===== src/source/rv_pkg.sv =====
package rv_pkg;

  localparam int XLEN     = 32;
  localparam int REG_AW   = 5;
  localparam int ALU_OP_W = 5;
  localparam int FWD_W    = 2;

  // major opcodes handled by the core
  localparam logic [6:0] OPC_OP     = 7'b0110011;
  localparam logic [6:0] OPC_OP_IMM = 7'b0010011;
  localparam logic [6:0] OPC_LUI    = 7'b0110111;
  localparam logic [6:0] OPC_AUIPC  = 7'b0010111;

  localparam logic [6:0] F7_BASE   = 7'b0000000;
  localparam logic [6:0] F7_ALT    = 7'b0100000; // sub, sra, srai
  localparam logic [6:0] F7_MULDIV = 7'b0000001;

  localparam logic [2:0] F3_ADD    = 3'd0;
  localparam logic [2:0] F3_SLL    = 3'd1;
  localparam logic [2:0] F3_SLT    = 3'd2;
  localparam logic [2:0] F3_SLTU   = 3'd3;
  localparam logic [2:0] F3_XOR    = 3'd4;
  localparam logic [2:0] F3_SR     = 3'd5; // srl or sra by funct7
  localparam logic [2:0] F3_OR     = 3'd6;
  localparam logic [2:0] F3_AND    = 3'd7;
  localparam logic [2:0] F3_MUL    = 3'd0;
  localparam logic [2:0] F3_MULH   = 3'd1;
  localparam logic [2:0] F3_MULHSU = 3'd2;
  localparam logic [2:0] F3_MULHU  = 3'd3;

  localparam logic [ALU_OP_W-1:0] ALU_ADD    = 5'd0;
  localparam logic [ALU_OP_W-1:0] ALU_SUB    = 5'd1;
  localparam logic [ALU_OP_W-1:0] ALU_SLL    = 5'd2;
  localparam logic [ALU_OP_W-1:0] ALU_SLT    = 5'd3;
  localparam logic [ALU_OP_W-1:0] ALU_SLTU   = 5'd4;
  localparam logic [ALU_OP_W-1:0] ALU_XOR    = 5'd5;
  localparam logic [ALU_OP_W-1:0] ALU_SRL    = 5'd6;
  localparam logic [ALU_OP_W-1:0] ALU_SRA    = 5'd7;
  localparam logic [ALU_OP_W-1:0] ALU_OR     = 5'd8;
  localparam logic [ALU_OP_W-1:0] ALU_AND    = 5'd9;
  localparam logic [ALU_OP_W-1:0] ALU_MUL    = 5'd10;
  localparam logic [ALU_OP_W-1:0] ALU_MULH   = 5'd11;
  localparam logic [ALU_OP_W-1:0] ALU_MULHSU = 5'd12;
  localparam logic [ALU_OP_W-1:0] ALU_MULHU  = 5'd13;

  // operand source for execute
  localparam logic [FWD_W-1:0] FWD_REG = 2'd0;
  localparam logic [FWD_W-1:0] FWD_EX  = 2'd1;
  localparam logic [FWD_W-1:0] FWD_WB  = 2'd2;

  typedef union packed {
    struct packed {
      logic [6:0]        funct7;
      logic [REG_AW-1:0] rs2;
      logic [REG_AW-1:0] rs1;
      logic [2:0]        funct3;
      logic [REG_AW-1:0] rd;
      logic [6:0]        opcode;
    } r_fmt;
    struct packed {
      logic [11:0]       imm12;
      logic [REG_AW-1:0] rs1;
      logic [2:0]        funct3;
      logic [REG_AW-1:0] rd;
      logic [6:0]        opcode;
    } i_fmt;
    struct packed {
      logic [19:0]       imm20;
      logic [REG_AW-1:0] rd;
      logic [6:0]        opcode;
    } u_fmt;
  } instr_u;

endpackage


===== src/source/decode_if.sv =====
`timescale 1ns/1ns

interface decode_if;

  logic                        valid;
  logic [rv_pkg::ALU_OP_W-1:0] alu_op;
  logic [rv_pkg::REG_AW-1:0]   rd;
  logic [rv_pkg::REG_AW-1:0]   rs1;
  logic [rv_pkg::REG_AW-1:0]   rs2;
  logic [rv_pkg::XLEN-1:0]     rs1_val; // as read in decode, before forwarding
  logic [rv_pkg::XLEN-1:0]     rs2_val;
  logic [rv_pkg::XLEN-1:0]     imm;
  logic                        use_imm;
  logic                        use_pc; // auipc
  logic [rv_pkg::XLEN-1:0]     pc; // word index

  modport producer (output valid, alu_op, rd, rs1, rs2, rs1_val, rs2_val, imm,
                    use_imm, use_pc, pc);
  modport consumer (input valid, alu_op, rd, rs1_val, rs2_val, imm, use_imm, use_pc, pc);
  modport monitor (input valid, rs1, rs2);

endinterface


===== src/source/core_control.sv =====
`timescale 1ns/1ns

module core_control #(
  parameter int PROG_DEPTH = 256,
  localparam int AW = $clog2(PROG_DEPTH)
) (
  input  logic                      clk,
  input  logic                      rst,
  input  logic                      start,
  input  logic                      load_valid,
  input  logic [AW:0]               word_count,
  output logic                      fetch_valid,
  output logic [AW-1:0]             fetch_pc,
  decode_if.monitor                 dec,
  input  logic                      ex_valid,
  input  logic [rv_pkg::REG_AW-1:0] ex_rd,
  input  logic                      wb_valid,
  input  logic [rv_pkg::REG_AW-1:0] wb_rd,
  output logic [rv_pkg::FWD_W-1:0]  fwd_a,
  output logic [rv_pkg::FWD_W-1:0]  fwd_b,
  output logic                      done
);

  localparam logic [1:0] ST_IDLE  = 2'd0;
  localparam logic [1:0] ST_RUN   = 2'd1;
  localparam logic [1:0] ST_DRAIN = 2'd2;

  logic [1:0]    state;
  logic [AW-1:0] pc;
  logic [2:0]    inflight; // fetched words in memory read, decode, execute

  // youngest producer first
  function automatic logic [rv_pkg::FWD_W-1:0] fwd_sel(input logic [rv_pkg::REG_AW-1:0] rs);
    if (!dec.valid || rs == '0)
      return rv_pkg::FWD_REG;
    if (ex_valid && ex_rd == rs)
      return rv_pkg::FWD_EX;
    if (wb_valid && wb_rd == rs)
      return rv_pkg::FWD_WB;
    return rv_pkg::FWD_REG;
  endfunction

  always_comb
  begin
    fwd_a = fwd_sel(dec.rs1);
    fwd_b = fwd_sel(dec.rs2);
  end

  assign fetch_valid = (state == ST_RUN);
  assign fetch_pc    = pc;

  always_ff @(posedge clk or posedge rst)
  begin
    if (rst)
    begin
      state    <= ST_IDLE;
      pc       <= '0;
      inflight <= '0;
      done     <= 1'b0;
    end
    else
    begin
      inflight <= {inflight[1:0], fetch_valid};
      case (state)
        ST_IDLE:
          if (start)
          begin
            pc    <= '0;
            done  <= 1'b0;
            state <= (word_count == '0) ? ST_DRAIN : ST_RUN;
          end
        ST_RUN:
        begin
          pc <= pc + 1'b1;
          if ({1'b0, pc} == word_count - 1'b1)
            state <= ST_DRAIN; // last word fetched
        end
        default:
          if (inflight == '0)
          begin
            state <= ST_IDLE; // last slot is in write-back now
            done  <= 1'b1;
          end
      endcase
    end
  end

  a_no_load_run: assert property (@(posedge clk) disable iff (rst)
    state != ST_IDLE |-> !load_valid) else $error("program load during a run");
  a_fetch_range: assert property (@(posedge clk) disable iff (rst)
    fetch_valid |-> {1'b0, fetch_pc} < word_count) else $error("fetch past loaded words");
  a_no_restart: assert property (@(posedge clk) disable iff (rst)
    state != ST_IDLE |-> !start) else $error("start during a run");

endmodule


===== src/flat_wrapper.sv =====
// flat-port wrapper written by rule: the top's interface ports become plain ports
module core_control_flat 
#(
  parameter int PROG_DEPTH = 256,
  localparam int AW = $clog2(PROG_DEPTH)
)
  (clk, rst, start, load_valid, word_count, fetch_valid, fetch_pc, ex_valid, ex_rd, wb_valid, wb_rd, fwd_a, fwd_b, done, dec_valid, dec_rs1, dec_rs2);
  decode_if dec_i ();
  input  logic clk;
  input  logic rst;
  input  logic start;
  input  logic load_valid;
  input  logic [AW:0] word_count;
  output logic fetch_valid;
  output logic [AW-1:0] fetch_pc;
  input  logic ex_valid;
  input  logic [rv_pkg::REG_AW-1:0] ex_rd;
  input  logic wb_valid;
  input  logic [rv_pkg::REG_AW-1:0] wb_rd;
  output logic [rv_pkg::FWD_W-1:0] fwd_a;
  output logic [rv_pkg::FWD_W-1:0] fwd_b;
  output logic done;
  input wire logic [$bits(dec_i.valid)-1:0] dec_valid;
  input wire logic [$bits(dec_i.rs1)-1:0] dec_rs1;
  input wire logic [$bits(dec_i.rs2)-1:0] dec_rs2;
  assign dec_i.valid = dec_valid;
  assign dec_i.rs1 = dec_rs1;
  assign dec_i.rs2 = dec_rs2;
  core_control #(.PROG_DEPTH(PROG_DEPTH)) u_core (.clk(clk), .rst(rst), .start(start), .load_valid(load_valid), .word_count(word_count), .fetch_valid(fetch_valid), .fetch_pc(fetch_pc), .dec(dec_i), .ex_valid(ex_valid), .ex_rd(ex_rd), .wb_valid(wb_valid), .wb_rd(wb_rd), .fwd_a(fwd_a), .fwd_b(fwd_b), .done(done));
endmodule

===== config.mk =====
export PLATFORM = sky130hd
export DESIGN_NAME = core_control_flat
export DESIGN_NICKNAME = d
export VERILOG_FILES = /design/src/source/rv_pkg.sv /design/src/source/decode_if.sv /design/src/source/core_control.sv /design/src/flat_wrapper.sv
export SDC_FILE = /design/constraint.sdc
export NUM_CORES = 1
export LEC_CHECK = 0
export BUFFER_PORTS_ARGS = -buffer_cell sky130_fd_sc_hd__buf_2
export CAP_MARGIN = 30
export CORE_ASPECT_RATIO = 1.2
export CORE_MARGIN = 2
export CORE_UTILIZATION = 34
export DETAILED_ROUTE_END_ITERATION = 7
export SLEW_MARGIN = 10
export SYNTH_ARGS = -nofsm -noshare
export SYNTH_HDL_FRONTEND = slang
export SYNTH_SLANG_ARGS = --single-unit

===== constraint.sdc =====
create_clock -name clk -period 2 [get_ports clk]
set_input_delay 0 -clock clk [delete_from_list [all_inputs] [get_ports clk]]
set_output_delay 0 -clock clk [all_outputs]
set_load 0.02 [all_outputs]

==> reports/metrics.yaml <==
synth:
  synth_top_area_share_pct: 28.31
  ys_top_cells_by_area: "dfrtp_1 28%, xor2_1 13%, xnor2_1 8.5%"
  synth-edff-count: 0
  synthDistinctLibCells: 42
  ys_ff_latch: 14
  syn_avg_cell_area_um2: 9.032
  yosysSeqAreaShare_pct: 28.31
  yosys_warnings: 0
  syn_inst: 137
  yosysMostFrequentCell: "xor2_1"
  netlist_top_cells_count: "19 x xor2_1, 14 x dfrtp_1, 12 x xnor2_1"
  syn-num-nets: 176
  syn-cell-area_um2: 1237
  synth_ff_type: "dfrtp_1"
  post-synth-top-area-cell: "dfrtp_1"
  synth-async-reset-ratio_pct: 100.0
critical_path:
  cp_max_fo: 6
  r2r-start: "u_core.fetch_pc[3]$_DFFE_PP0P_"
  cp_data_required_time_ns: 2.13
  critical_path_class: "flop to flop"
  path_cells: "xnor2_1, o211ai_1, a2111oi_4, nand3_2, a22o_1"
  cp_slowest_cell: "dfrtp_1"
  crit_path_end_kind: "flop"
  crit_family: "compound AO/OA/AOI/OAI gates"
  worst-path-buf-inv: 0
  crit_start: "u_core.fetch_pc[3]$_DFFE_PP0P_"
  start_kind: "flop"
  cpPeakStageDelay_ns: 0.44
  arrival_ns: 1.92
floorplanning:
  core_um2: 3573
  die_w_um: 59.07
  die_y_um: 70.09
  dieArea_um2: 4140
  std_cell_rows: 24
  num_io_pins: 50
  initial_core_util_pct: 34.63
sta:
  fmax_ghz: 0.5594
  whs_ns: 0.1446
  setup_violations: 0
  tns_ns: 0
  worstMarginPinSlew_ns: 0.5833
  final.period_utilization_pct: 89.38
  rsz0062_at_grt: "no"
  post-route-min-period_ns: 1.788
  final_max_slew_viol_count: 0
  slew_headroom_pct: 60.57
  report.final.hold_viol_count: 0
  layout_setup_ws_ns: 0.2123
  clock_skew_ns: 0.003624
cts:
  post_cts_buffers: 0
  cts_htree_levels: 1
  cts_tree: "yes"
  cts_resized: 0
  cts_hold_buf: 1
  clockBufferDepth: 2
  clk_pin_slew_ns: 0.06
  clock_latency_ns: 0.24
  numCtsBuffers: 3
  clkSinkCount: 14
  cts-root-buf: "clkbuf_8"
place:
  port_buffers: 48
  place_congestion: 0.8516
  pre_cts_ws_ns: 0.1864
  place_inst: 225
  hpwl_um: 2630
grt:
  grt_pass1_vias: 1207
  antenna_found_initial: 0
  grt_overflow_total: 0
  grt_max_degree: 15
  grt_pass1_wl_um: 5161
  grt_use_total_pct: 15.95
drt:
  drc: 0
  vias_per_cell: 5.404
  postRouteAntennaNets: 0
  wl_um: 3126
  drtPass1Iterations: 6
  wl_per_cell_um: 13.59
  num_vias: 1243
  drt_iter0_markers: 75
power_and_ir_drop:
  max-vdd-ir-drop_mv: 0.2364
  leakage_nw: 0.7249
  power_w: 0.001487
  p_per_area_nw_per_um2: 928.3
final_layout:
  nets: 231
  area_growth_pct: 29.42
  drive_gt1_share_pct: 33.51
  instances_no_fill: 230
  fillerInstances: 378
  diodes: 0
worst_hold_path:
  hp-start: "word_count[8]"
  hold_path.class: "input pin to flop"
outcome:
  status: "completed"
flow_run:
  cap_violations: 0
==> registers in the layout, summed over array words and instances, names as in the netlist <==
signal,count
u_core.state,2
u_core.fetch_pc,8
u_core.done,1
u_core.inflight,3
==> cell families after synthesis <==
logic type | count (synthesis) | share of synthesized area [%]
and+or+nand+nor | 52 | 26.09
xor gates and xnor gates | 31 | 21.94
AOI/OAI and AO/OA | 29 | 17.59
DFF | 14 | 28.31
buffers and inverters | 7 | 2.224
adders and majority gates | 3 | 3.034
muxes | 1 | 0.8089
==> metal layers <==
metal	share of wire [%]	global-route usage (%)	vias up
li1	-	-	607
met5	0	0	-
met4	1.4	5.303	0
met3	4.5	1.481	4
met2	57	31.36	41
met1	37	16.72	591
==> worst min-delay path: stages <==
cell,delay [ns]
buf_2,0.11
o21ai_2,0.08
nand3_2,0.09
a211oi_2,0.06
==> metrics by stage <==
stage,util (%),area [µm²]
2_1_floorplan,-,1237
3_3_place_gp,43.00,1536
3_5_place_dp,43.00,1536
4_1_cts,44.82,1602
5_1_grt,44.82,1602
6_report,44.82,1602
==> final cells by class <==
| class | instances | area (µm²) | share of cell area [%] |
|---|---|---|---|
| clock buffer | 4 | 55.05 | 3.437 |
| multi-input combinational | 116 | 859.6 | 53.67 |
| tap | 39 | 48.80 | 3.047 |
| inverter | 6 | 22.52 | 1.406 |
| sequential | 14 | 350.3 | 21.87 |
| timing repair buffer | 51 | 265.3 | 16.56 |
==> power by group <==
part | switching [W] | internal [W]
clock network | 0.0000957 | 0.000174
registers | 0.000123 | 0.000388
logic | 0.000406 | 0.000300
==> layout by cell type (no fill, tap or decap), drive strengths merged, types with 2 or more instances in the layout <==
cell / netlist / routed
a211oi: 2 / 2
a21oi: 3 / 3
a22o: 2 / 2
a31oi: 2 / 2
and3: 2 / 2
buf: 1 / 50
clkbuf: 0 / 4
dfrtp: 14 / 14
ha: 3 / 3
inv: 6 / 6
nand2: 9 / 9
nand2b: 2 / 2
nand3: 7 / 7
nand4: 2 / 2
nor2: 8 / 8
nor3: 2 / 2
nor3b: 3 / 3
nor4: 6 / 6
nor4b: 2 / 2
o21ai: 12 / 12
o21bai: 2 / 2
or4: 4 / 4
xnor2: 12 / 12
xor2: 19 / 19
==> final timing paths <==
| path | endpoint | slack, ns | depth (start not counted) |
|---|---|---|---|
| worst min register to register | u_core.inflight[1]$_DFF_PP0_ | 0.38 | 0 |
| worst min-delay path | u_core.state[1]$_DFFE_PP0P_ | 0.14 | 4 |
| worst max-delay path | u_core.state[0]$_DFFE_PP0P_ | 0.21 | 5 |
| worst max register to register | u_core.state[0]$_DFFE_PP0P_ | 0.21 | 5 |
| min in group asynchronous | u_core.fetch_pc[6]$_DFFE_PP0P_ | 0.34 | 3 |
| max in group asynchronous | u_core.done$_DFFE_PP0P_ | 1.31 | 3 |
(Power assumes the default switching activity.)
