File: src/source/rv_pkg.sv
package rv_pkg;

  localparam int XLEN     = 32;
  localparam int REG_AW   = 5;
  localparam int ALU_OP_W = 5;
  localparam int FWD_W    = 2;

  // major opcodes handled by the core
  localparam logic [6:0] OPC_OP     = 7'b0110011;
  localparam logic [6:0] OPC_OP_IMM = 7'b0010011;
  localparam logic [6:0] OPC_LUI    = 7'b0110111;
  localparam logic [6:0] OPC_AUIPC  = 7'b0010111;

  localparam logic [6:0] F7_BASE   = 7'b0000000;
  localparam logic [6:0] F7_ALT    = 7'b0100000; // sub, sra, srai
  localparam logic [6:0] F7_MULDIV = 7'b0000001;

  localparam logic [2:0] F3_ADD    = 3'd0;
  localparam logic [2:0] F3_SLL    = 3'd1;
  localparam logic [2:0] F3_SLT    = 3'd2;
  localparam logic [2:0] F3_SLTU   = 3'd3;
  localparam logic [2:0] F3_XOR    = 3'd4;
  localparam logic [2:0] F3_SR     = 3'd5; // srl or sra by funct7
  localparam logic [2:0] F3_OR     = 3'd6;
  localparam logic [2:0] F3_AND    = 3'd7;
  localparam logic [2:0] F3_MUL    = 3'd0;
  localparam logic [2:0] F3_MULH   = 3'd1;
  localparam logic [2:0] F3_MULHSU = 3'd2;
  localparam logic [2:0] F3_MULHU  = 3'd3;

  localparam logic [ALU_OP_W-1:0] ALU_ADD    = 5'd0;
  localparam logic [ALU_OP_W-1:0] ALU_SUB    = 5'd1;
  localparam logic [ALU_OP_W-1:0] ALU_SLL    = 5'd2;
  localparam logic [ALU_OP_W-1:0] ALU_SLT    = 5'd3;
  localparam logic [ALU_OP_W-1:0] ALU_SLTU   = 5'd4;
  localparam logic [ALU_OP_W-1:0] ALU_XOR    = 5'd5;
  localparam logic [ALU_OP_W-1:0] ALU_SRL    = 5'd6;
  localparam logic [ALU_OP_W-1:0] ALU_SRA    = 5'd7;
  localparam logic [ALU_OP_W-1:0] ALU_OR     = 5'd8;
  localparam logic [ALU_OP_W-1:0] ALU_AND    = 5'd9;
  localparam logic [ALU_OP_W-1:0] ALU_MUL    = 5'd10;
  localparam logic [ALU_OP_W-1:0] ALU_MULH   = 5'd11;
  localparam logic [ALU_OP_W-1:0] ALU_MULHSU = 5'd12;
  localparam logic [ALU_OP_W-1:0] ALU_MULHU  = 5'd13;

  // operand source for execute
  localparam logic [FWD_W-1:0] FWD_REG = 2'd0;
  localparam logic [FWD_W-1:0] FWD_EX  = 2'd1;
  localparam logic [FWD_W-1:0] FWD_WB  = 2'd2;

  typedef union packed {
    struct packed {
      logic [6:0]        funct7;
      logic [REG_AW-1:0] rs2;
      logic [REG_AW-1:0] rs1;
      logic [2:0]        funct3;
      logic [REG_AW-1:0] rd;
      logic [6:0]        opcode;
    } r_fmt;
    struct packed {
      logic [11:0]       imm12;
      logic [REG_AW-1:0] rs1;
      logic [2:0]        funct3;
      logic [REG_AW-1:0] rd;
      logic [6:0]        opcode;
    } i_fmt;
    struct packed {
      logic [19:0]       imm20;
      logic [REG_AW-1:0] rd;
      logic [6:0]        opcode;
    } u_fmt;
  } instr_u;

endpackage

File: src/source/decode_if.sv
`timescale 1ns/1ns

interface decode_if;

  logic                        valid;
  logic [rv_pkg::ALU_OP_W-1:0] alu_op;
  logic [rv_pkg::REG_AW-1:0]   rd;
  logic [rv_pkg::REG_AW-1:0]   rs1;
  logic [rv_pkg::REG_AW-1:0]   rs2;
  logic [rv_pkg::XLEN-1:0]     rs1_val; // as read in decode, before forwarding
  logic [rv_pkg::XLEN-1:0]     rs2_val;
  logic [rv_pkg::XLEN-1:0]     imm;
  logic                        use_imm;
  logic                        use_pc; // auipc
  logic [rv_pkg::XLEN-1:0]     pc; // word index

  modport producer (output valid, alu_op, rd, rs1, rs2, rs1_val, rs2_val, imm,
                    use_imm, use_pc, pc);
  modport consumer (input valid, alu_op, rd, rs1_val, rs2_val, imm, use_imm, use_pc, pc);
  modport monitor (input valid, rs1, rs2);

endinterface

File: src/source/decode_unit.sv
`timescale 1ns/1ns

module decode_unit (
  input  logic                      clk,
  input  logic                      rst,
  input  rv_pkg::instr_u            instr,
  input  logic                      instr_valid,
  input  logic [rv_pkg::XLEN-1:0]   pc_in,
  output logic [rv_pkg::REG_AW-1:0] rs1_addr,
  output logic [rv_pkg::REG_AW-1:0] rs2_addr,
  input  logic [rv_pkg::XLEN-1:0]   rs1_data,
  input  logic [rv_pkg::XLEN-1:0]   rs2_data,
  decode_if.producer                dec
);

  logic [6:0]                  opcode;
  logic [2:0]                  funct3;
  logic [6:0]                  funct7;
  logic [rv_pkg::XLEN-1:0]     imm_i;
  logic [rv_pkg::XLEN-1:0]     imm_u;
  logic [rv_pkg::XLEN-1:0]     imm_sh;
  logic                        supported;
  logic [rv_pkg::ALU_OP_W-1:0] alu_op;
  logic [rv_pkg::XLEN-1:0]     imm;
  logic                        use_imm;
  logic                        use_pc;

  // funct3 to operation for the plain alu group
  function automatic logic [rv_pkg::ALU_OP_W-1:0] base_op(input logic [2:0] f3);
    case (f3)
      rv_pkg::F3_SLL:  return rv_pkg::ALU_SLL;
      rv_pkg::F3_SLT:  return rv_pkg::ALU_SLT;
      rv_pkg::F3_SLTU: return rv_pkg::ALU_SLTU;
      rv_pkg::F3_XOR:  return rv_pkg::ALU_XOR;
      rv_pkg::F3_SR:   return rv_pkg::ALU_SRL;
      rv_pkg::F3_OR:   return rv_pkg::ALU_OR;
      rv_pkg::F3_AND:  return rv_pkg::ALU_AND;
      default:         return rv_pkg::ALU_ADD;
    endcase
  endfunction

  assign opcode = instr.r_fmt.opcode;
  assign funct3 = instr.i_fmt.funct3;
  assign funct7 = instr.r_fmt.funct7;
  assign imm_i  = {{(rv_pkg::XLEN-12){instr.i_fmt.imm12[11]}}, instr.i_fmt.imm12};
  assign imm_u  = {instr.u_fmt.imm20, 12'd0};
  assign imm_sh = {{(rv_pkg::XLEN-rv_pkg::REG_AW){1'b0}}, instr.r_fmt.rs2}; // shamt

  // lui reads x0 so the add sees a zero operand
  assign rs1_addr = (opcode == rv_pkg::OPC_LUI) ? '0 : instr.r_fmt.rs1;
  assign rs2_addr = instr.r_fmt.rs2;

  always_comb
  begin
    supported = 1'b1;
    alu_op    = base_op(funct3);
    imm       = imm_i;
    use_imm   = 1'b0;
    use_pc    = 1'b0;
    case (opcode)
      rv_pkg::OPC_OP:
      begin
        if (funct7 == rv_pkg::F7_ALT && funct3 == rv_pkg::F3_ADD)
          alu_op = rv_pkg::ALU_SUB;
        else if (funct7 == rv_pkg::F7_ALT && funct3 == rv_pkg::F3_SR)
          alu_op = rv_pkg::ALU_SRA;
        else if (funct7 == rv_pkg::F7_MULDIV)
        begin
          case (funct3)
            rv_pkg::F3_MUL:    alu_op = rv_pkg::ALU_MUL;
            rv_pkg::F3_MULH:   alu_op = rv_pkg::ALU_MULH;
            rv_pkg::F3_MULHSU: alu_op = rv_pkg::ALU_MULHSU;
            rv_pkg::F3_MULHU:  alu_op = rv_pkg::ALU_MULHU;
            default:           supported = 1'b0; // div and rem
          endcase
        end
        else if (funct7 != rv_pkg::F7_BASE)
          supported = 1'b0;
      end
      rv_pkg::OPC_OP_IMM:
      begin
        use_imm = 1'b1;
        if (funct3 == rv_pkg::F3_SLL)
        begin
          imm       = imm_sh;
          supported = (funct7 == rv_pkg::F7_BASE);
        end
        else if (funct3 == rv_pkg::F3_SR)
        begin
          imm       = imm_sh;
          alu_op    = (funct7 == rv_pkg::F7_ALT) ? rv_pkg::ALU_SRA : rv_pkg::ALU_SRL;
          supported = (funct7 == rv_pkg::F7_BASE) || (funct7 == rv_pkg::F7_ALT);
        end
      end
      rv_pkg::OPC_LUI:
      begin
        alu_op  = rv_pkg::ALU_ADD;
        imm     = imm_u;
        use_imm = 1'b1;
      end
      rv_pkg::OPC_AUIPC:
      begin
        alu_op  = rv_pkg::ALU_ADD;
        imm     = imm_u;
        use_imm = 1'b1;
        use_pc  = 1'b1;
      end
      default: supported = 1'b0; // bubble
    endcase
  end

  always_ff @(posedge clk or posedge rst)
  begin
    if (rst)
      dec.valid <= 1'b0;
    else
      dec.valid <= instr_valid && supported && (instr.u_fmt.rd != '0);
  end

  always_ff @(posedge clk)
  begin
    dec.alu_op  <= alu_op;
    dec.rd      <= instr.u_fmt.rd;
    dec.rs1     <= rs1_addr;
    dec.rs2     <= rs2_addr;
    dec.rs1_val <= rs1_data;
    dec.rs2_val <= rs2_data;
    dec.imm     <= imm;
    dec.use_imm <= use_imm;
    dec.use_pc  <= use_pc;
    dec.pc      <= pc_in;
  end

endmodule

File: src/flat_wrapper.sv
// flat-port wrapper written by rule: the top's interface ports become plain ports
module decode_unit_flat 
  (clk, rst, instr, instr_valid, pc_in, rs1_addr, rs2_addr, rs1_data, rs2_data, dec_valid, dec_alu_op, dec_rd, dec_rs1, dec_rs2, dec_rs1_val, dec_rs2_val, dec_imm, dec_use_imm, dec_use_pc, dec_pc);
  decode_if dec_i ();
  input  logic clk;
  input  logic rst;
  input  rv_pkg::instr_u instr;
  input  logic instr_valid;
  input  logic [rv_pkg::XLEN-1:0] pc_in;
  output logic [rv_pkg::REG_AW-1:0] rs1_addr;
  output logic [rv_pkg::REG_AW-1:0] rs2_addr;
  input  logic [rv_pkg::XLEN-1:0] rs1_data;
  input  logic [rv_pkg::XLEN-1:0] rs2_data;
  output wire logic [$bits(dec_i.valid)-1:0] dec_valid;
  output wire logic [$bits(dec_i.alu_op)-1:0] dec_alu_op;
  output wire logic [$bits(dec_i.rd)-1:0] dec_rd;
  output wire logic [$bits(dec_i.rs1)-1:0] dec_rs1;
  output wire logic [$bits(dec_i.rs2)-1:0] dec_rs2;
  output wire logic [$bits(dec_i.rs1_val)-1:0] dec_rs1_val;
  output wire logic [$bits(dec_i.rs2_val)-1:0] dec_rs2_val;
  output wire logic [$bits(dec_i.imm)-1:0] dec_imm;
  output wire logic [$bits(dec_i.use_imm)-1:0] dec_use_imm;
  output wire logic [$bits(dec_i.use_pc)-1:0] dec_use_pc;
  output wire logic [$bits(dec_i.pc)-1:0] dec_pc;
  assign dec_valid = dec_i.valid;
  assign dec_alu_op = dec_i.alu_op;
  assign dec_rd = dec_i.rd;
  assign dec_rs1 = dec_i.rs1;
  assign dec_rs2 = dec_i.rs2;
  assign dec_rs1_val = dec_i.rs1_val;
  assign dec_rs2_val = dec_i.rs2_val;
  assign dec_imm = dec_i.imm;
  assign dec_use_imm = dec_i.use_imm;
  assign dec_use_pc = dec_i.use_pc;
  assign dec_pc = dec_i.pc;
  decode_unit u_core (.clk(clk), .rst(rst), .instr(instr), .instr_valid(instr_valid), .pc_in(pc_in), .rs1_addr(rs1_addr), .rs2_addr(rs2_addr), .rs1_data(rs1_data), .rs2_data(rs2_data), .dec(dec_i));
endmodule
File: config.mk
export PLATFORM = sky130hd
export DESIGN_NAME = decode_unit_flat
export DESIGN_NICKNAME = d
export VERILOG_FILES = /design/src/source/rv_pkg.sv /design/src/source/decode_if.sv /design/src/source/decode_unit.sv /design/src/flat_wrapper.sv
export SDC_FILE = /design/constraint.sdc
export NUM_CORES = 1
export LEC_CHECK = 0
export BUFFER_PORTS_ARGS = -buffer_cell sky130_fd_sc_hd__buf_2
export CORE_AREA = 2 2 114 116
export CTS_BUF_LIST = sky130_fd_sc_hd__clkbuf_16
export DETAILED_ROUTE_END_ITERATION = 8
export DIE_AREA = 0 0 116 118
export HOLD_SLACK_MARGIN = 0.15
export PLACE_DENSITY = 0.69
export SETUP_SLACK_MARGIN = 0.4
export SYNTH_ARGS = -nofsm -noshare
export SYNTH_HDL_FRONTEND = slang
export SYNTH_SLANG_ARGS = --single-unit
File: constraint.sdc
create_clock -name clk -period 2.5 [get_ports clk]
set_clock_uncertainty 0.05 [all_clocks]
set_input_delay 0.5 -clock clk [delete_from_list [all_inputs] [get_ports clk]]
set_output_delay 0.5 -clock clk [all_outputs]
set_load 0.005 [all_outputs]
==> results.sh, run 1 <==
export IMPL_dp_worst_setup_slack_ns=0.295
export IMPL_syn_area_um2=3750
export IMPL_path_clk_slew_ns=0.06
export IMPL_status="complete, no violations"
export IMPL_fin_ws_ns=0.556
export IMPL_post_drt_wl_per_cell_um=15.6
export IMPL_crit_top_cell="buf_2"
export IMPL_grt_pass1_vias=3817
export IMPL_final_core_util_pct=56.1
export IMPL_hold_viol=0
export IMPL_vias=3497
export IMPL_hold_slack_ns=0.179
export IMPL_maxSlewHeadroom_pct=49.1
export IMPL_synth_ff_type="dfxtp_1"
export IMPL_ant_nets=0
export IMPL_numPortBuffers=290
export IMPL_yosysUniqueCellTypes=39
export IMPL_via_per_inst=4.12
export IMPL_hold_path_class="primary input to flip-flop"
export IMPL_areaGrowthSynthToFinish_pct=86.0
export IMPL_std_cell_rows=41
export IMPL_worst_slew_pin_slew_ns=0.764
export IMPL_synthTopCellsByArea="dfxtp_1 80%, a21o_1 3.8%, and2_1 2.2%"
export IMPL_grt_first_pass_wirelength_um=19300
export IMPL_p_leak_nw=3.48
export IMPL_drt_initial_drc_count=115
export IMPL_fin_nets=794
export IMPL_cts_root_buf="clkbuf_16"
export IMPL_avgSynthCellArea_um2=14.1
export IMPL_gp_congestion=0.817
export IMPL_drc_errors=0
export IMPL_postSynth_asyncResetShare_pct=0.667
export IMPL_synth_top_area_share_pct=79.6
export IMPL_ys_ff_latch=150
export IMPL_clockBufferDepth=2
export IMPL_design_die_area_um2=13700
export IMPL_cts_setup_buffers=0
export IMPL_post_route_min_period_ns=1.94
export IMPL_setup_tns_ns=0
export IMPL_startpoint_type="primary input"
export IMPL_setup_violations_final=0
export IMPL_dp_hpwl_um=8810
export IMPL_crit_fanout=9
export IMPL_die_height_um=118
export IMPL_syn_nets=396
export IMPL_path_class="primary input to primary output"
export IMPL_drv_cap=0
export IMPL_htree_levels=4
export IMPL_grt_antenna_before_repair=1
export IMPL_pin_count=292
export IMPL_wl_um=13200
export IMPL_drv_slew=0
export IMPL_fill_cells=1065
export IMPL_grt_total_usage_pct=18.9
export IMPL_vdd_drop_max_mv=0.393
export IMPL_seqCellArea_um2=3010
export IMPL_min_period_over_period_pct=77.8
export IMPL_worstSetupEndpointType="primary output"
export IMPL_grt_ovfl_total=0
export IMPL_arrival_ns=1.39
export IMPL_crit_path_top_delay_cell="and2_2"
export IMPL_coreArea_um2=12400
export IMPL_cp_cell_sequence="buf_2 -> nor2_1 -> and4_4 -> and2_2 -> a21boi_1 -> buf_2"
export IMPL_crit_buf_inv=2
export IMPL_cts_tree="built"
export IMPL_yosysSeqAreaShare_pct=80.3
export IMPL_crit_family="simple AND/OR/NAND/NOR gates"
export IMPL_crit_path_max_incr_delay_ns=0.23
export IMPL_cts_num_sinks=150
export IMPL_fmax_mhz=514
export IMPL_cts_buffers=17
export IMPL_critPathRequiredTime_ns=1.95
export IMPL_synth_edf_count=0
export IMPL_grt_setup_unrepaired="false"
export IMPL_powerDensity_nw_per_um2=805
export IMPL_dieWidth_um=116
export IMPL_dr_pass1_iters=4
export IMPL_multiInputGateArea_um2=636
export IMPL_initial_core_util_pct=30.2
export IMPL_yosysTopAreaCell="dfxtp_1"
export IMPL_yosys_warnings=0
export IMPL_drive_above_1_share_pct=48.9
export IMPL_grt_max_degree=21
export IMPL_syn_inst=265
-- flip-flops by register name, summed over array words and instances (netlist names) --
signal and cells:
u_core.dec.pc 32, u_core.dec.use_imm 1, u_core.dec.use_pc 1, u_core.dec.rs1 5, u_core.dec.rs1_val 32, u_core.dec.rs2_val 32
u_core.dec.alu_op 4, u_core.dec.imm 32, u_core.dec.rs2 5, u_core.dec.valid 1, u_core.dec.rd 5
-- cell type report --
type / count / area share (%)
Inverter: 3 / 0.162
Sequential cell: 150 / 43.2
Timing Repair Buffer: 395 / 35.8
Antenna cell: 1 / 0.0359
Clock buffer: 17 / 6.11
Tap cell: 172 / 3.09
Multi-Input combinational cell: 96 / 9.12
Clock inverter: 14 / 2.50
-- kinds of logic (layout without fill, tap and decap cells) --
group	after synthesis	in the layout	share of synthesized area, %
DFF	150	150	80.3
and+or+nand+nor	48	48	7.55
AOI/OAI and AO/OA	46	46	9.02
buffers and inverters	19	429	2.77
other	1	2	0.100
muxes	1	1	0.267
-- per-layer routing --
layer	global-route usage [%]	wire length, um	share of wire [%]
met1	18.0	4570	35
met2	34.0	7030	53
met3	8.24	1200	9.1
met4	9.08	403	3.1
met5	0	0	0
-- cell usage after synthesis (2+ instances only) --
cell and instances:
a21boi_1 5, a21o_1 19, a21oi_1 4, a31oi_1 3, and2_1 13, and2b_1 2, buf_2 8, buf_4 6
clkbuf_1 2, dfxtp_1 149, inv_1 3, nand2_1 7, nand2b_1 6, nor2_1 8, nor2_2 2, nor2b_1 4
o2111ai_1 2
-- power by group --
group	switching (mW)	internal, mW	leakage, nW
clock network	0.978	1.57	0.284
logic	0.196	0.300	1.93
registers	0.0355	2.52	1.27
-- repair_timing --
| action | 4_1_cts | 5_1_grt |
|---|---|---|
| endpoints found under the setup margin | 0 | 4 |
| hold buffers | 102 | 0 |
| gates resized for setup | 0 | 1 |
| endpoints found under the hold margin | 102 | 0 |
-- worst paths after layout --
| kind | from | endpoint | slack [ns] | cells past startpoint |
|---|---|---|---|---|
| worst max-delay path | instr[6] | rs1_addr[1] | 0.56 | 6 |
| worst min-delay path | instr[21] | u_core.dec.rs2[1] | 0.18 | 1 |
| max in group asynchronous | rst | u_core.dec.valid | 1.88 | 3 |
| min in group asynchronous | rst | u_core.dec.valid | 0.43 | 3 |
-- through the flow --
stage	area [um^2]	total power [mW]	instances
floorplan	3750	2.71	265
global placement	5340	2.96	714
detailed placement	5340	2.97	714
CTS	6960	5.66	847
global route	6970	5.84	848
finish	6970	5.61	848
-- placed cells by master, fill, tap and decap left out, types with 2 or more instances in the layout --
cell and n:
bufinv_16 3, clkinv_4 2, nor2b_1 4, clkbuf_16 17, clkinvlp_4 3, nor2_2 2
and2b_1 2, a21o_1 19, nor2_1 8, buf_4 3, nand2b_1 6, dlygate4sd3_1 102
a31oi_1 3, inv_6 4, dfxtp_1 149, a21boi_1 5, and2_1 12, nand2_1 7
buf_2 290, a21oi_1 4, o2111ai_1 2, inv_1 3
Power figures use the tool's default switching activity.
==> run 2, diff against run 1 <==
Settings changed: CORE_AREA 2 2 114 116 to 2 2 113 115, DIE_AREA 0 0 116 118 to 0 0 115 117, PLACE_DENSITY 0.69 to 0.72.
Clock period 2.5 ns to 1.7 ns, I/O delays scaled along.
==> run 2 against run 1 <==
Effect of this change:
- total power is 47% higher
- core utilization up 2.7 points
- sequential share of layout area decreased by 1.6 points
- critical path type unchanged
- highest routed layer unchanged
- first-iteration DRC count up 6.1%
- setup slack got worse by 0.37 ns
- combinational power rose by 59%
- die area shrank 1.7%
- global-route usage shrank 0.26 points
- non-clock buffer count rose by 24
- flip-flop and latch count stayed put
- critical endpoint unchanged
==> results.sh, run 2 (synthesized netlist as in run 1, its figures left out) <==
export IMPL_drive_above_1_share_pct=49.6
export IMPL_multiInputGateArea_um2=689
export IMPL_design_die_area_um2=13500
export IMPL_drv_slew=0
export IMPL_vias=3590
export IMPL_fin_ws_ns=0.181
export IMPL_vdd_drop_max_mv=0.507
export IMPL_place_area_um2=5390
export IMPL_clockBufferDepth=2
export IMPL_cts_buffers=17
export IMPL_cts_tree="built"
export IMPL_drv_cap=0
export IMPL_coreArea_um2=12300
export IMPL_dp_cells=695
export IMPL_final_common_cell="buf_2"
export IMPL_die_height_um=117
export IMPL_setup_violations_final=0
export IMPL_cts_num_sinks=150
export IMPL_fmax_mhz=658
export IMPL_via_per_inst=4.23
export IMPL_gp_congestion=0.845
export IMPL_postLayoutCellArea_um2=7240
export IMPL_fin_nets=818
export IMPL_ant_nets=0
export IMPL_dieWidth_um=115
export IMPL_p_leak_nw=3.63
export IMPL_numPortBuffers=290
export IMPL_cts_root_buf="clkbuf_16"
export IMPL_drc_errors=0
export IMPL_areaGrowthSynthToFinish_pct=93.3
export IMPL_dp_hpwl_um=8990
export IMPL_grt_pass1_vias=3632
export IMPL_drt_initial_drc_count=122
export IMPL_grt_total_usage_pct=18.6
export IMPL_startpoint_type="primary input"
export IMPL_post_drt_wl_per_cell_um=15.9
export IMPL_grt_setup_unrepaired="true"
export IMPL_grt_first_pass_wirelength_um=18600
export IMPL_path_clk_slew_ns=0.05
export IMPL_grt_ovfl_total=0
export IMPL_htree_levels=4
export IMPL_std_cell_rows=41
export IMPL_path_class="primary input to primary output"
export IMPL_grt_max_degree=21
export IMPL_wl_um=13500
export IMPL_arrival_ns=1.13
export IMPL_antenna_cells=0
export IMPL_dr_pass1_iters=4
export IMPL_crit_fanout=8
export IMPL_hold_path_class="primary input to flip-flop"
export IMPL_powerDensity_nw_per_um2=1140
export IMPL_layout_common_cells="286 x buf_2, 147 x dfxtp_1, 117 x dlygate4sd3_1"
export IMPL_grt_antenna_before_repair=0
export IMPL_critPathRequiredTime_ns=1.31
export IMPL_total_power_mw=8.25
export IMPL_final_cells=849
export IMPL_seqCellArea_um2=3010
export IMPL_fill_cells=972
export IMPL_dp_worst_setup_slack_ns=0.0692
export IMPL_status="complete, no violations"
export IMPL_initial_core_util_pct=30.4
export IMPL_pin_count=292
export IMPL_final_core_util_pct=58.8
export IMPL_worstSetupEndpointType="primary output"
export IMPL_hold_viol=0
export IMPL_min_period_over_period_pct=89.4
export IMPL_setup_tns_ns=0
export IMPL_post_route_min_period_ns=1.52
export IMPL_hold_slack_ns=0.166
## run 2: changes by cell type in the layout (fill, tap and decap cells not counted), moves of 4 or more
cell,change
a21boi_1,-5
a21boi_2,+5
buf_2,-4
buf_4,+8
clkinv_2,+4
dlygate4sd3_1,+15
## run 2: where the power goes
| part | total, mW | switching [mW] | internal (mW) |
|---|---|---|---|
| Combinational | 0.789 | 0.303 | 0.486 |
| Sequential | 3.77 | 0.0533 | 3.71 |
| Clock | 3.70 | 1.41 | 2.29 |
## run 2: final timing paths
check                          start                 to  slack (ns)  depth (start not counted)
max                         instr[3]        rs1_addr[1]        0.18                          6
min                        instr[26]  u_core.dec.imm[6]        0.17                          2
max in group asynchronous        rst   u_core.dec.valid        1.24                          3
min in group asynchronous        rst   u_core.dec.valid        0.26                          3
## run 2: timing repair
item                                    4_1_cts  5_1_grt
pin swaps                                     2        3
endpoints found under the setup margin        5       14
endpoints found under the hold margin       129        0
setup buffers                                 2        2
hold buffers                                119        0
gates resized for setup                       1       11
## run 2: cell type report
| cell class | instances | area share, % |
|---|---|---|
| flip-flops and latches | 150 | 41.6 |
| repair buffers | 419 | 38.1 |
| multi-input cells | 96 | 9.52 |
| clock buffers | 17 | 5.88 |
| well taps | 150 | 2.59 |
| clock inverters | 14 | 2.19 |
| inverters | 3 | 0.156 |
## run 2: worst max-delay path, stage by stage
cell	delay, ns
buf_6	0.09
nor2_4	0.08
and4_4	0.20
and2_4	0.20
a21boi_2	0.08
buf_2	0.13
## run 2: routing by layer
metal,GRT usage (%),part of all wire (%)
met5,0,0
met4,7.47,1.7
met3,6.23,8.0
met2,36.0,55
met1,18.1,35
==> run 3, diff against run 2 <==
Settings changed: ABC_AREA set to 1, PLACE_DENSITY 0.72 to 0.71.
Clock period 1.7 ns to 1.4 ns, I/O delays scaled along.
==> run 3 against run 2 <==
Effect of this change:
- non-clock buffer count increased by 29
- global-route usage grew 4.2 points
- critical path type unchanged
- setup slack got worse by 0.19 ns
- largest power group unchanged
- clock-buffer cell count unchanged
- the run now ends with negative setup slack left
- total power grew 26%
- sequential share of layout area down 4.5 points
==> results.sh, run 3 <==
export IMPL_drv_cap=0
export IMPL_grt_antenna_before_repair=1
export IMPL_critPathRequiredTime_ns=1.07
export IMPL_synth_xor_area_share_pct=0
export IMPL_whs_path_depth=3
export IMPL_path_class="primary input to primary output"
export IMPL_ant_nets=0
export IMPL_post_drt_wl_per_cell_um=19.0
export IMPL_postSynth_asyncResetShare_pct=0.667
export IMPL_met2WireLength_um=9880
export IMPL_dr_max_layer_used="met4"
export IMPL_synth_compound_area_share_pct=7.57
export IMPL_crit_family="simple AND/OR/NAND/NOR gates"
export IMPL_fmax_mhz=709
export IMPL_avgSynthCellArea_um2=12.9
export IMPL_synth_top_family_by_area="simple AND/OR/NAND/NOR gates"
export IMPL_crit_top_cell="nand3_4"
export IMPL_htree_levels=4
export IMPL_synth_edf_count=0
export IMPL_cts_num_sinks=150
export IMPL_grt_total_usage_pct=22.8
export IMPL_die_height_um=117
export IMPL_crit_path_top_delay_cell="nor2_4"
export IMPL_grt_first_pass_wirelength_um=22300
export IMPL_powerDensity_nw_per_um2=1240
export IMPL_muxShareOfSynthArea_pct=0
export IMPL_post_route_min_period_ns=1.41
export IMPL_crit_fanout=5
export IMPL_clockBufferDepth=2
export IMPL_hold_end="u_core.dec.rs1[2]"
export IMPL_wl_um=17600
export IMPL_grt_pass1_vias=4160
export IMPL_hold_viol=0
export IMPL_gp_congestion=0.855
export IMPL_wl_met1_um=5910
export IMPL_cts_buffers=17
export IMPL_cts_tree="built"
export IMPL_synthTopCellsByArea="dfxtp_1 76%, o211ai_2 6.0%, nand2_1 2.7%"
export IMPL_status="finished, violations left"
export IMPL_path_clk_slew_ns=0.06
export IMPL_dp_cells=751
export IMPL_synth_simple_area_share_pct=10.1
export IMPL_synth_ff_type="dfxtp_1"
export IMPL_drc_errors=0
export IMPL_final_cells=925
export IMPL_wl_met3_um=1230
export IMPL_dr_pass1_iters=6
export IMPL_violations="negative setup slack"
export IMPL_fin_nets=891
export IMPL_drv_slew=0
export IMPL_worstSetupEndpointType="primary output"
export IMPL_crit_path_max_incr_delay_ns=0.21
export IMPL_vias=4102
export IMPL_design_die_area_um2=13500
export IMPL_dieWidth_um=115
export IMPL_yosysTopAreaCell="dfxtp_1"
export IMPL_grt_setup_unrepaired="true"
export IMPL_fin_ws_ns=-0.00969
export IMPL_coreArea_um2=12300
export IMPL_setup_violations_final=1
export IMPL_cts_root_buf="clkbuf_16"
export IMPL_crit_buf_inv=4
export IMPL_final_common_cell="buf_2"
export IMPL_yosysUniqueCellTypes=30
export IMPL_synth_fa_ha_area_share_pct=0
export IMPL_pin_count=292
export IMPL_synth_top_area_share_pct=75.8
export IMPL_arrival_ns=1.08
export IMPL_ys_ff_latch=150
export IMPL_min_period_over_period_pct=101
export IMPL_initial_core_util_pct=32.0
export IMPL_syn_area_um2=3940
export IMPL_std_cell_rows=41
export IMPL_via_per_inst=4.43
export IMPL_grt_ovfl_total=0
export IMPL_syn_inst=305
export IMPL_areaGrowthSynthToFinish_pct=114
export IMPL_cp_depth=8
export IMPL_grt_max_degree=17
export IMPL_syn_nets=436
export IMPL_numPortBuffers=290
export IMPL_hp_start="instr[17]"
export IMPL_layout_common_cells="228 x buf_2, 120 x dlygate4sd3_1, 91 x dfxtp_2"
export IMPL_cp_cell_sequence="buf_8 -> inv_12 -> nand3_4 -> inv_2 -> nand3_4 -> nor2_4 -> nor2_2 -> buf_2"
export IMPL_drt_initial_drc_count=249
export IMPL_yosys_warnings=0
export IMPL_total_power_mw=10.4
export IMPL_critPathLaunch="instr[3]"
export IMPL_yosysMostFrequentCell="dfxtp_1"
export IMPL_drive_above_1_share_pct=66.9
export IMPL_yosysSeqAreaShare_pct=76.4
export IMPL_startpoint_type="primary input"
export IMPL_p_leak_nw=4.09
export IMPL_hold_path_class="primary input to flip-flop"
export IMPL_dp_hpwl_um=9340
export IMPL_vdd_drop_max_mv=0.620
export IMPL_synthTopCellsByCount="149 x dfxtp_1, 28 x nand2_1, 27 x nor2_1, 20 x inv_1, 19 x o211ai_2"
[run 3: changes by cell type after synthesis, moves of 4 or more]
cell / previous run / this run
a21boi_1: 5 / 0
and2_1: 13 / 0
o211ai_2: 0 / 19
nand2b_1: 6 / 0
nand2_1: 7 / 28
inv_2: 0 / 11
nand3_1: 0 / 7
a21o_1: 19 / 0
buf_6: 0 / 4
nor2b_1: 4 / 0
buf_2: 8 / 2
inv_1: 3 / 20
nor2_1: 8 / 27
[run 3: report_power, final]
| group | switching, mW | internal [mW] | total, mW |
|---|---|---|---|
| Sequential | 0.106 | 4.54 | 4.64 |
| Clock | 1.91 | 2.67 | 4.58 |
| Combinational | 0.464 | 0.751 | 1.22 |
| Total | 2.48 | 7.96 | 10.4 |
[run 3: how the worst max path moves through the flow]
stage	end	slack [ns]
finish	rs1_addr[4]	-0.01
floorplan	rs1_addr[1]	0.24
global placement	rs1_addr[1]	-0.12
CTS	rs1_addr[3]	0.002
detailed placement	rs1_addr[1]	-0.14
global route	rs1_addr[4]	-0.05
[run 3: area by class of cell]
cell class,instances,area (um^2)
Timing Repair Buffer,448,3490
Clock buffer,17,425
Clock inverter,15,166
Antenna cell,2,5.00
Multi-Input combinational cell,109,842
Sequential cell,150,3120
Tap cell,150,188
Inverter,34,189
Fill cell,804,3880
[run 3: through the flow]
step	area (um^2)	setup WS [ns]	utilization [%]	hold slack, ns	TNS (ns)
6_report	8430	-0.00969	68.5	0.0993	-0.00969
3_5_place_dp	5780	-0.141	47.0	0.0686	-2.23
2_1_floorplan	4070	0.240	-	-0.0413	0
3_3_place_gp	5780	-0.123	47.0	0.0669	-1.31
5_1_grt	8420	-0.0541	68.4	0.103	-0.304
4_1_cts	7840	0.00208	63.7	0.0710	0
[run 3: kinds of logic after synthesis]
group,after synthesis
DFF,150
and+or+nand+nor,79
buffers and inverters,46
AOI/OAI and AO/OA,29
other,1
[run 3: tightest hold or removal path: cells and delay by family]
kind	cells	cell delay (ns)
buffers and inverters	2	0.18
AND/OR/NAND/NOR	1	0.06
[run 3: per-layer routing]
metal,vias to the layer above,GRT usage [%]
li1,1890,-
met1,1961,21.0
met2,196,44.2
met3,55,8.50
met4,0,10.8
met5,-,0
[run 3: timing repair]
action                                  4_1_cts  5_1_grt
pin swaps                                     4        9
setup buffers                                 9        7
endpoints found under the setup margin      176      187
resized for setup                            34      155
gates cloned                                  4        0
hold buffers                                119        1
endpoints found under the hold margin       136        5
